--- src/rtl/twiddle_pkg.sv ---
package twiddle_pkg;

	localparam int TW_W    = 16;	// Signed Q2.14 coefficient
	localparam int TW_FRAC = 14;	// Fraction bits, 1.0 is 16384

	// W^e = cos(2*pi*e/16) - j*sin(2*pi*e/16)
	localparam logic signed [TW_W-1:0] TW_COS [16] = '{
		16384,
		15137,
		11585,
		6270,
		0,	// Quarter turn
		-6270,
		-11585,
		-15137,
		-16384,	// Half turn
		-15137,
		-11585,
		-6270,
		0,
		6270,
		11585,
		15137
	};

	// Imaginary part already negated
	localparam logic signed [TW_W-1:0] TW_SIN [16] = '{
		0,     -6270, -11585, -15137,
		-16384, -15137, -11585, -6270,
		0,      6270,  11585,  15137,
		16384,  15137,  11585,  6270
	};

endpackage

--- src/rtl/fft_pkg.sv ---
package fft_pkg;

	localparam int FFT_N  = 16;	// Points per frame
	localparam int LOG2_N = 4;	// Butterfly stages
	localparam int IN_W   = 12;	// Input component width
	localparam int OUT_W  = 16;	// Output width, input plus one bit per butterfly

	typedef logic [LOG2_N-1:0] cnt_t;	// Sample index inside a frame

	// Packed complex samples, real part in the upper half
	typedef struct packed
	{
		logic signed [IN_W-1:0] re;	// Input stage
		logic signed [IN_W-1:0] im;
	} cplx12_t;

	typedef struct packed
	{
		logic signed [IN_W:0] re;	// After stage one
		logic signed [IN_W:0] im;
	} cplx13_t;

	typedef struct packed
	{
		logic signed [IN_W+1:0] re;	// After stage two and the twiddle
		logic signed [IN_W+1:0] im;
	} cplx14_t;

	typedef struct packed
	{
		logic signed [IN_W+2:0] re;	// After stage three
		logic signed [IN_W+2:0] im;
	} cplx15_t;

	typedef struct packed
	{
		logic signed [OUT_W-1:0] re;	// Final output
		logic signed [OUT_W-1:0] im;
	} cplx16_t;

endpackage
--- src/rtl/sdf_fft_top.sv ---
module sdf_fft_top import fft_pkg::*;
(
	input  logic    CLK,
	input  logic    RST,
	input  logic    valid_i,	// One sample per high cycle
	input  cplx12_t data_i,
	output logic    valid_o,
	output logic    first_o,	// Bin 0 of a frame
	output cplx16_t data_o	// Bins in bit-reversed order
)
;
	// Chain lag in valid samples, 8 + 4 + 2 + 1
	localparam cnt_t LAG = cnt_t'(FFT_N - 1);

	logic    v1;
	logic    v2;
	logic    vt;
	logic    v3;
	logic    v4;
	cplx13_t d1;
	cplx14_t d2;
	cplx14_t dt;
	cplx15_t d3;
	cplx16_t d4;
	cnt_t    out_cnt;
	cnt_t    out_pos;
	logic    primed;	// First real frame has reached the output
	logic    at_bin0;

	sdf_bf_stage #(
		.DEPTH       (8),
		.ROT_MINUS_J (1'b1),
		.in_t        (cplx12_t),
		.out_t       (cplx13_t)
	) u_stage1 (
		.CLK     (CLK),
		.RST     (RST),
		.valid_i (valid_i),
		.data_i  (data_i),
		.valid_o (v1),
		.data_o  (d1)
	);

	sdf_bf_stage #(
		.DEPTH       (4),
		.ROT_MINUS_J (1'b0),
		.in_t        (cplx13_t),
		.out_t       (cplx14_t)
	) u_stage2 (
		.CLK     (CLK),
		.RST     (RST),
		.valid_i (v1),
		.data_i  (d1),
		.valid_o (v2),
		.data_o  (d2)
	);

	sdf_twiddle_mul u_twiddle (	// Between the two stage pairs
		.CLK     (CLK),
		.RST     (RST),
		.valid_i (v2),
		.data_i  (d2),
		.valid_o (vt),
		.data_o  (dt)
	);

	sdf_bf_stage #(
		.DEPTH       (2),
		.ROT_MINUS_J (1'b1),
		.in_t        (cplx14_t),
		.out_t       (cplx15_t)
	) u_stage3 (
		.CLK     (CLK),
		.RST     (RST),
		.valid_i (vt),
		.data_i  (dt),
		.valid_o (v3),
		.data_o  (d3)
	);

	sdf_bf_stage #(
		.DEPTH       (1),
		.ROT_MINUS_J (1'b0),
		.in_t        (cplx15_t),
		.out_t       (cplx16_t)
	) u_stage4 (
		.CLK     (CLK),
		.RST     (RST),
		.valid_i (v3),
		.data_i  (d3),
		.valid_o (v4),
		.data_o  (d4)
	);

	assign out_pos = out_cnt - LAG;	// Frame position of the current output
	assign at_bin0 = (out_pos == '0);

	always_ff @(posedge CLK or posedge RST)
	begin
		if (RST)
		begin
			out_cnt <= '0;
			primed  <= 1'b0;
		end
		else if (v4)
		begin
			out_cnt <= out_cnt + 1'b1;
			if (at_bin0)
				primed <= 1'b1;	// Fill samples are behind us
		end
	end

	assign valid_o = v4 && (primed || at_bin0);	// Hide the buffer fill
	assign first_o = v4 && at_bin0;
	assign data_o  = d4;

endmodule

--- src/rtl/sdf_twiddle_mul.sv ---
module sdf_twiddle_mul import fft_pkg::*, twiddle_pkg::*;
(
	input  logic    CLK,
	input  logic    RST,
	input  logic    valid_i,
	input  cplx14_t data_i,
	output logic    valid_o,
	output cplx14_t data_o
);

	localparam int DW = $bits(cplx14_t) / 2;	// Component width
	localparam int PW = DW + TW_W + 1;	// Room for the sum of two products
	localparam logic signed [PW-1:0] RND = PW'(2 ** (TW_FRAC - 1));	// Half an LSB
	// Frames reach this point 8 + 4 samples late
	localparam cnt_t LAG = cnt_t'(FFT_N / 2 + FFT_N / 4);

	cnt_t                   cnt;
	cnt_t                   pos_cnt;
	logic [1:0]             grp;
	logic [1:0]             pos;
	logic [1:0]             mult;
	logic [3:0]             expo;
	logic signed [TW_W-1:0] w_re;
	logic signed [TW_W-1:0] w_im;
	logic signed [PW-1:0]   p_re;
	logic signed [PW-1:0]   p_im;
	logic signed [PW-1:0]   r_re;
	logic signed [PW-1:0]   r_im;

	assign pos_cnt = cnt - LAG;	// Position inside the frame
	assign grp     = pos_cnt[3:2];	// Which quarter of stage two's output
	assign pos     = pos_cnt[1:0];	// Index inside the quarter
	assign mult    = {grp[0], grp[1]};	// 0, 2, 1, 3 is the group bit-reversed
	assign expo    = {2'b00, pos} * {2'b00, mult};	// At most 3 * 3

	assign w_re = TW_COS[expo];	// ROM lookup
	assign w_im = TW_SIN[expo];

	always_comb
	begin
		p_re = data_i.re * w_re - data_i.im * w_im;	// Full precision complex product
		p_im = data_i.re * w_im + data_i.im * w_re;
		r_re = (p_re + RND) >>> TW_FRAC;	// Round half up, drop fraction
		r_im = (p_im + RND) >>> TW_FRAC;
	end

	always_ff @(posedge CLK or posedge RST)
	begin
		if (RST)
		begin
			cnt     <= '0;
			valid_o <= 1'b0;
		end
		else
		begin
			valid_o <= valid_i;
			if (valid_i)
				cnt <= cnt + 1'b1;	// Own frame counter
		end
	end

	always_ff @(posedge CLK)
	begin
		if (valid_i)
		begin
			data_o.re <= r_re[DW-1:0];	// Magnitude of W is one, so no growth
			data_o.im <= r_im[DW-1:0];
		end
	end

	// Mapping from counter to exponent stays inside the first ten ROM entries
	a_expo_range: assert property (@(posedge CLK) disable iff (RST)
		valid_i |-> expo <= 4'd9);

endmodule

--- src/rtl/sdf_bf_stage.sv ---
module sdf_bf_stage import fft_pkg::*;
#(
	parameter int  DEPTH       = 8,	// Feedback buffer length, half the butterfly span
	parameter bit  ROT_MINUS_J = 1'b0,	// Trivial -j on the last quarter
	parameter type in_t        = cplx12_t,
	parameter type out_t       = cplx13_t
)
(
	input  logic CLK,
	input  logic RST,
	input  logic valid_i,
	input  in_t  data_i,
	output logic valid_o,
	output out_t data_o
);

	localparam int IW = $bits(in_t) / 2;	// Input component width
	localparam int OW = $bits(out_t) / 2;	// Output component width, one bit more
	localparam int CW = $clog2(2 * DEPTH);	// Counter over one 2*DEPTH group

	logic [CW-1:0]        cnt;
	logic                 second_half;
	logic                 rot;
	logic signed [IW-1:0] in_re;
	logic signed [IW-1:0] in_im;
	logic signed [OW-1:0] b_re;
	logic signed [OW-1:0] b_im;
	logic signed [OW-1:0] a_re;
	logic signed [OW-1:0] a_im;
	logic signed [OW-1:0] res_re;
	logic signed [OW-1:0] res_im;
	logic signed [OW-1:0] fb_re;
	logic signed [OW-1:0] fb_im;
	logic signed [OW-1:0] out_re;
	logic signed [OW-1:0] out_im;
	out_t                 buf_q;
	out_t                 buf_d;

	assign in_re = data_i[2*IW-1:IW];	// Real in upper half
	assign in_im = data_i[IW-1:0];
	assign b_re  = in_re;	// Sign extend to stage width
	assign b_im  = in_im;
	assign a_re  = buf_q[2*OW-1:OW];	// Sample from DEPTH earlier
	assign a_im  = buf_q[OW-1:0];

	assign second_half = cnt[CW-1];	// Butterfly half of the group
	// Diffs with index DEPTH/2 and up land in the last output quarter
	assign rot = ROT_MINUS_J && !second_half && (cnt >= CW'(DEPTH / 2));

	always_comb
	begin
		if (second_half)
		begin
			res_re = a_re + b_re;	// Upper result goes out
			res_im = a_im + b_im;
			fb_re  = a_re - b_re;	// Lower result waits in the buffer
			fb_im  = a_im - b_im;
		end
		else
		begin
			res_re = a_re;	// Drain last group's differences
			res_im = a_im;
			fb_re  = b_re;	// Park the first half of the input
			fb_im  = b_im;
		end
		out_re = rot ? res_im : res_re;	// (re + j im) * -j = im - j re
		out_im = rot ? -res_re : res_im;
	end

	assign buf_d = out_t'({fb_re, fb_im});

	sdf_delay_line #(
		.DEPTH  (DEPTH),
		.data_t (out_t)
	) u_delay_line (
		.CLK     (CLK),
		.RST     (RST),
		.shift_i (valid_i),	// Frozen during gaps
		.data_i  (buf_d),
		.data_o  (buf_q)
	);

	always_ff @(posedge CLK or posedge RST)
	begin
		if (RST)
		begin
			cnt     <= '0;
			valid_o <= 1'b0;
		end
		else
		begin
			valid_o <= valid_i;	// One register behind the input
			if (valid_i)
				cnt <= cnt + 1'b1;	// Wraps at 2*DEPTH
		end
	end

	always_ff @(posedge CLK)
	begin
		if (valid_i)
			data_o <= out_t'({out_re, out_im});
	end

	a_valid_known: assert property (@(posedge CLK) disable iff (RST) !$isunknown(valid_o));
	a_valid_follows: assert property (@(posedge CLK) disable iff (RST)
		$rose(valid_o) |-> $past(valid_i));

endmodule

--- src/rtl/sdf_delay_line.sv ---
module sdf_delay_line
#(
	parameter int  DEPTH  = 8,	// Number of entries
	parameter type data_t = logic	// Payload carried per entry
)
(
	input  logic  CLK,
	input  logic  RST,
	input  logic  shift_i,	// Advance one place
	input  data_t data_i,
	output data_t data_o	// Oldest entry
);

	data_t mem [DEPTH];	// mem[0] is the newest

	always_ff @(posedge CLK or posedge RST)
	begin
		if (RST)
		begin
			for (int i = 0; i < DEPTH; i++)
				mem[i] <= '0;	// Buffer starts empty
		end
		else if (shift_i)
		begin
			mem[0] <= data_i;
			for (int i = 1; i < DEPTH; i++)
				mem[i] <= mem[i-1];	// Move toward the tail
		end
	end

	assign data_o = mem[DEPTH-1];

endmodule

--- config.mk ---
export PLATFORM = sky130hd
export DESIGN_NAME = sdf_fft_top
export DESIGN_NICKNAME = d
export VERILOG_FILES = /design/src/rtl/twiddle_pkg.sv /design/src/rtl/fft_pkg.sv /design/src/rtl/sdf_fft_top.sv /design/src/rtl/sdf_twiddle_mul.sv /design/src/rtl/sdf_bf_stage.sv /design/src/rtl/sdf_delay_line.sv
export SDC_FILE = /design/constraint.sdc
export NUM_CORES = 2
export LEC_CHECK = 0
export BUFFER_PORTS_ARGS = -buffer_cell sky130_fd_sc_hd__buf_4
export CAP_MARGIN = 20
export CELL_PAD_IN_SITES_DETAIL_PLACEMENT = 0
export CELL_PAD_IN_SITES_GLOBAL_PLACEMENT = 2
export CORE_UTILIZATION = 40
export DETAILED_ROUTE_END_ITERATION = 8
export PLACE_DENSITY_LB_ADDON = 0.1
export SYNTH_ARGS = -nofsm -noshare
export SYNTH_HDL_FRONTEND = slang
export SYNTH_SLANG_ARGS = --single-unit
--- constraint.sdc ---
create_clock -name CLK -period 14.2 [get_ports CLK]
set_input_delay 2.13 -clock CLK [delete_from_list [all_inputs] [get_ports CLK]]
set_output_delay 2.13 -clock CLK [all_outputs]
set_load 0.1 [all_outputs]
# == After elaboration in Yosys (flattened, before gate mapping) ==
# Memories as Yosys holds them, arrays and structs flattened.
# Index checks and enable logic that the tools add are counted.
# totals
regBits,580
mem_bits_ro,512
mem_count,2
# op_classes
add_sub_neg,30
mul,5
magnitude_cmp,3
n_mux,24
n_bitwise,1
reduce_logical,9
# memory_table
name,words,word_bits,rd,rd_clocked_by_memory_dff,write_ports,line,text
(no name shown),16,16,1,0,0,sdf_twiddle_mul.sv:36,assign w_re = TW_COS[expo];
(no name shown),16,16,1,0,0,sdf_twiddle_mul.sv:37,assign w_im = TW_SIN[expo];
# op_table
operator,n
$mux 16,8
$mul 14x16->28,4
$mux 15,6
$mux 13,6
$add 28x15->28 const B,2
$mux 14,4
$add 16x15->16,2
$sub 16x15->16,2
$add 15x14->15,2
$sub 15x14->15,2
$add 14x13->14,2
$add 28x28->28,1
$sub 14x13->14,2
$sub 28x28->28,1
$add 13x12->13,2
$sub 13x12->13,2
$neg 15->15,1
$neg 13->13,1
$add 4x1->4 const B,3
$sub 4x4->4 const B,2
$ge 5x5->1 const B,1
$not 4->5,1
$ge 4x3->1 const B,1
$logic_and 1x1->1,4
9 further kinds,10

# == Longest topological paths before layout ==
# logic_depth
ltp_word,9
depth_mapped,37

# == By module ==
# A second synthesis with hierarchy kept.
# hier_totals
hier_cells,6535
area_unflattened_um2,67811.3
# by_module_without_submodules
mod,instances,cells_per_inst,area_per_inst_um2,seq_area_each_um2
sdf_twiddle_mul,1,3252,32117.1,965.9
sdf_delay_line (u_stage1.u_delay_line),1,466,8334.2,5205.0
sdf_bf_stage (u_stage3),1,631,5011.1,975.9
sdf_bf_stage (u_stage4),1,613,4899.7,1011.0
sdf_delay_line (u_stage2.u_delay_line),1,265,4390.5,2802.7
sdf_bf_stage (u_stage2),1,533,4380.5,940.9
sdf_bf_stage (u_stage1),1,527,4329.2,905.9
sdf_delay_line (u_stage3.u_delay_line),1,158,2762.6,1501.4
sdf_delay_line (u_stage4.u_delay_line),1,69,1348.8,800.8
sdf_fft_top,1,21,237.7,125.1

# == Least setup slack after synthesis ==
# Ideal clock, no wire load.
# synth_path
kind,flip-flop to flip-flop
from,register u_twiddle.cnt[2]
to,"register u_twiddle.data_o[13] (netlist bit), data pin"
arrival_ns,8.741
setup_slack_ns,5.199
path_stages_with_launch,32
n_path_buf,2
period_less_slack_ns,9.001
path_cell_list,dfrtp_1 xor2_1 and2_1 ha_1 ha_1 clkbuf_1 clkinv_1 mux2i_1 nor2_1 nor2_1 clkbuf_1 nand2_1 fa_1 inv_1 fa_1 fa_1 inv_1 fa_1 inv_1 fa_1 fa_1 fa_1 fa_1 ha_1 a21o_1 a31oi_1 o31ai_1 a41oi_1 o21ai_0 nor4_1 nor3_1 xnor2_1
# synth_between
elab_chain_cells,9
# synth_rtl
item,line,text
from (decl),sdf_twiddle_mul.sv:17,cnt_t cnt;
from (signal assigned),sdf_twiddle_mul.sv:58,cnt <= cnt + 1'b1;
$sub 4x4->4 *,sdf_twiddle_mul.sv:30,assign pos_cnt = cnt - LAG;
$mul 2x2->4 *,sdf_twiddle_mul.sv:34,"assign expo = {2'b00, pos} * {2'b00, mult};"
$not 4->5 (implied by the code) *,"sdf_twiddle_mul.sv:36, sdf_twiddle_mul.sv:37",
"$mem_v2 16x16, on equally long branches",--,
"$mux 16, on equally long branches (2 in series)","sdf_twiddle_mul.sv:37, sdf_twiddle_mul.sv:36",
$mul 14x16->28,sdf_twiddle_mul.sv:42,p_im = data_i.re * w_im + data_i.im * w_re;
$add 28x28->28 *,sdf_twiddle_mul.sv:42,
$add 28x15->28 *,sdf_twiddle_mul.sv:44,r_im = (p_im + RND) >>> TW_FRAC;
via u_twiddle.r_im[13],sdf_twiddle_mul.sv:28,logic signed [PW-1:0] r_im;
to (decl),sdf_twiddle_mul.sv:8,output cplx14_t data_o
# Mark *: on every way through the listed nets, which the timed path passes. The rest lies on a longest branch. The select of a mux whose other input is x is not followed.
# A chain may end at the register's enable or synchronous reset.

# == Worst setup path in the final report ==
# layout_path
from,register u_twiddle.cnt[2]
to,"register u_twiddle.data_o[27] (netlist bit), data pin"
# layout_between
elab_chain_cells,9
# layout_rtl
item,line,text
$sub 4x4->4 *,sdf_twiddle_mul.sv:30,
$mul 2x2->4 *,sdf_twiddle_mul.sv:34,
$not 4->5 (implied by the code) *,"sdf_twiddle_mul.sv:36, sdf_twiddle_mul.sv:37",
"$mem_v2 16x16, on equally long branches",--,
"$mux 16, on equally long branches (2 in series)","sdf_twiddle_mul.sv:36, sdf_twiddle_mul.sv:37",
$mul 14x16->28,sdf_twiddle_mul.sv:41,p_re = data_i.re * w_re - data_i.im * w_im;
$sub 28x28->28 *,sdf_twiddle_mul.sv:41,
$add 28x15->28 *,sdf_twiddle_mul.sv:43,r_re = (p_re + RND) >>> TW_FRAC;
via u_twiddle.r_re[13],sdf_twiddle_mul.sv:27,logic signed [PW-1:0] r_re;
# Marked as above.

==> flow_summary.toml <==
[outcome]
outcome = "finished, final reports clean"

[timing]
slew_of_the_pin_with_the_lowest_slew_margin_ns = 1.17
fin_crit_ns = 10.63
final_setup_violation_count = 0
post-route-period-util = 0.749
setup_tns_final_ns = 0
final-hold-violation-count = 0
fin_skew_ns = 0.0456
max_slew_margin = 0.217
timing_max_transition_violations_final = 0
grt_setup_unrepaired = "no"
max_freq_mhz = 94.1

[synth]
postSynth.asyncResetShare = 0.752
synth_area_leader_cell = "fa_1"
yosys_most_used_dff = "dfrtp_1"
post_synth_instance_area_sq_um = 64400
yosysUniqueCellTypes = 88
synth-edff-count = 144
synth-seq-area-share = 0.236
synthesis.instances = 6425
yosys_warnings = 0
yosys_register_bits = 580
synthesis.area_per_instance_sq_um = 10.0
synth_fp_nets = 7867
yosys-top-cells-area = "fa_1 29%, dfrtp_1 17%, ha_1 9.3%"
synth_top_cell_area_share = 0.291

[clocking]
cts_hold_repair.buffers = 0
clock_tree.htree_level_count = 3
cts_resized = 0
cts.sink_count = 580
clock_path_buffers = 3
path_clk_slew_ns = 0.06
cts.repair_timing.setup_buffer_count = 0
tritoncts = "yes"
cts-buffers-inserted = 70
cts.root.buffer_cell = "clkbuf_16"
clk_latency_ns = 0.69

[die]
start_util = 0.405
io-pin-count = 61
chipWidth_um = 403
core_sq_um = 159000
row_count = 146
dieArea_sq_um = 163000
die_boundary_height_um = 403

[layout]
layout-area-overhead-vs-synth_pct = 8.17
total_of_fill_cells_in_the_finished_design = 15500
finish.cell_count_without_fillers = 8555
post_route_cells_drive_above_1_share = 0.100
final_nets = 7792

[global_routing]
grt_overflow = 0
via_count_of_the_first_global_routing_pass = 44900
grt.total_usage = 0.222
grt_max_degree = 153
initial_antenna_violation_count = 8
grt_pass1_wl_um = 276000

[run]
cap_viol_max_count = 0

[drt]
total_wirelength_of_the_detailed_routed_design_um = 173000
avgViaCountPerCell = 4.99
vias = 42700
drt_pre_antenna_iters = 5
drtIter0Drc = 2589
postRouteAntennaNets = 0
post_drt_wl_per_cell_um = 20.2
route.detailed.drc = 0

[critical_path]
most_numerous_cell_on_the_critical_path = "fa_1"
r2r_setup_slack_ns = 3.57
cpMaxStageDelayCell = "ha_1"
critPathLaunchType = "flop"
worstPathArrival_ns = 11.03
timing.setup.critical_path_class = "flop to flop"
crit_path_max_fanout = 18
worstReg2RegStart = "u_twiddle.cnt[2]"
worstReg2RegEnd = "u_twiddle.data_o[27]"
slowest_delay_ns = 0.77
timing.critical_path.required_ns = 14.60
sort_of_element_at_the_end_of_the_critical_path = "flop"
r2r.worst_path.cells = 33

[placed_design]
post-dp-hpwl_um = 136000
routabilityCongestion = 0.866
numPortBuffers = 60
placed_cells = 8421

[worst_hold_path]
class_of_the_tightest_hold_or_removal_check = "flop to flop"
worstHoldStart = "primed"
whs_path_depth = 1
timing.hold.worst_endpoint = "primed"
-- through the flow --
stage | area, sq um | utilization | setup WS (ns) | hold WS, ns
floorplan | 64400 | - | 5.20 | 0.422
global placement | 67200 | 0.422 | 3.74 | 0.435
detailed placement | 67200 | 0.422 | 3.63 | 0.439
CTS | 69600 | 0.438 | 3.62 | 0.452
global route | 69700 | 0.438 | 2.91 | 0.462
finish | 69700 | 0.438 | 3.57 | 0.451
-- cell type report --
cell class                 instances  area, sq um  share of cell area
antenna                            4         10.0            0.000144
clock buffer                      94         1950              0.0280
clock inverter                    33          488             0.00700
inverter                        1169         4390              0.0630
multi-input combinational       4396        43900               0.629
sequential                       580        15300               0.219
tap                             2146         2690              0.0385
timing repair buffer             133         1050              0.0150
-- routing by layer --
layer	vias up	part of all wire	global-route usage
li1	20100	-	-
met1	21600	0.47	0.323
met2	766	0.46	0.354
met3	141	0.048	0.0323
met4	2	0.016	0.0368
met5	-	0.000075	0
-- cells by family (layout without fill, tap and decap cells) --
| kind of cell | after synthesis | after routing | synth area share |
|---|---|---|---|
| compound gates | 766 | 766 | 0.0728 |
| xor+xnor | 277 | 277 | 0.0377 |
| fa+ha+maj | 1415 | 1415 | 0.384 |
| buf+inv | 1449 | 1429 | 0.0845 |
| flops | 580 | 580 | 0.236 |
| mux | 396 | 396 | 0.0678 |
| other cells | 1 | 5 | 0.0000582 |
| simple gates | 1541 | 1541 | 0.117 |
-- how the worst max path moves through the flow --
stage | start | end | slack [ns]
detailed placement | u_twiddle.cnt[2] | u_twiddle.data_o[27] | 3.63
global route | u_twiddle.cnt[2] | u_twiddle.data_o[13] | 2.91
global placement | u_twiddle.cnt[2] | u_twiddle.data_o[13] | 3.74
finish | u_twiddle.cnt[2] | u_twiddle.data_o[27] | 3.57
CTS | u_twiddle.cnt[2] | u_twiddle.data_o[27] | 3.62
floorplan | u_twiddle.cnt[2] | u_twiddle.data_o[13] | 5.20
-- critical path, delay by kind of cell, from the launching register on --
family	cells	cell delay, ns
AO/OA/AOI/OAI	7	1.43
XOR/XNOR	2	0.33
adder cells (fa/ha/maj)	11	5.18
buffers and inverters	7	1.25
flip-flops	1	0.44
multiplexers	1	0.52
AND/OR/NAND/NOR	5	1.20
-- flip-flops by register name, summed over array words and instances, names as in the netlist, 28 cells and up --
register                      flops
u_twiddle.data_o                 28
u_stage3.data_o                  30
u_stage3.u_delay_line.mem        30
u_stage3.u_delay_line.data_o     30
u_stage4.u_delay_line.data_o     32
u_stage2.u_delay_line.mem        84
u_stage2.data_o                  28
u_stage2.u_delay_line.data_o     28
u_stage1.u_delay_line.mem       182
u_stage4.data_o                  32
-- layout by cell type (no fill, tap or decap), drive strengths merged, types with 8 or more instances in the layout --
cell type | synthesis | layout
a221oi | 13 | 13
inv | 1165 | 1170
mux2i | 85 | 85
nor3 | 87 | 87
xor2 | 55 | 55
o21a | 27 | 27
or2 | 26 | 26
nand3 | 42 | 42
nor4 | 8 | 8
mux2 | 311 | 311
o21ai | 150 | 150
nand2 | 447 | 447
edfxtp | 144 | 144
nor3b | 11 | 11
a21oi | 320 | 320
fa | 935 | 935
o21ba | 8 | 8
xnor2 | 222 | 222
a31oi | 42 | 42
or3 | 40 | 40
a21o | 35 | 35
and3 | 29 | 29
buf | 35 | 133
and2 | 339 | 339
a2111oi | 13 | 13
ha | 480 | 480
nor2b | 50 | 50
a211oi | 23 | 23
nand2b | 45 | 45
clkbuf | 245 | 94
clkinv | 4 | 21
o31ai | 10 | 10
o21bai | 26 | 26
nor2 | 379 | 379
nand4 | 10 | 10
o211ai | 30 | 30
dfrtp | 436 | 436
-- cells in the mapped netlist, types with 30 or more instances --
library cell	instances
edfxtp_1	144
xor2_1	55
a21o_1	35
inv_1	1163
a21oi_1	320
buf_1	30
dfrtp_1	436
nor2_1	379
mux2_2	311
fa_1	935
o21ai_0	145
and2_1	339
nand2b_1	44
a31oi_1	42
clkbuf_1	245
nand3_1	41
mux2i_1	84
xnor2_1	222
nand2_1	447
nor2b_1	50
or3_1	40
nor3_1	86
ha_1	480
Power is not shown: default switching activity piles up to over one toggle a cycle in this logic, so the estimate is an artifact.
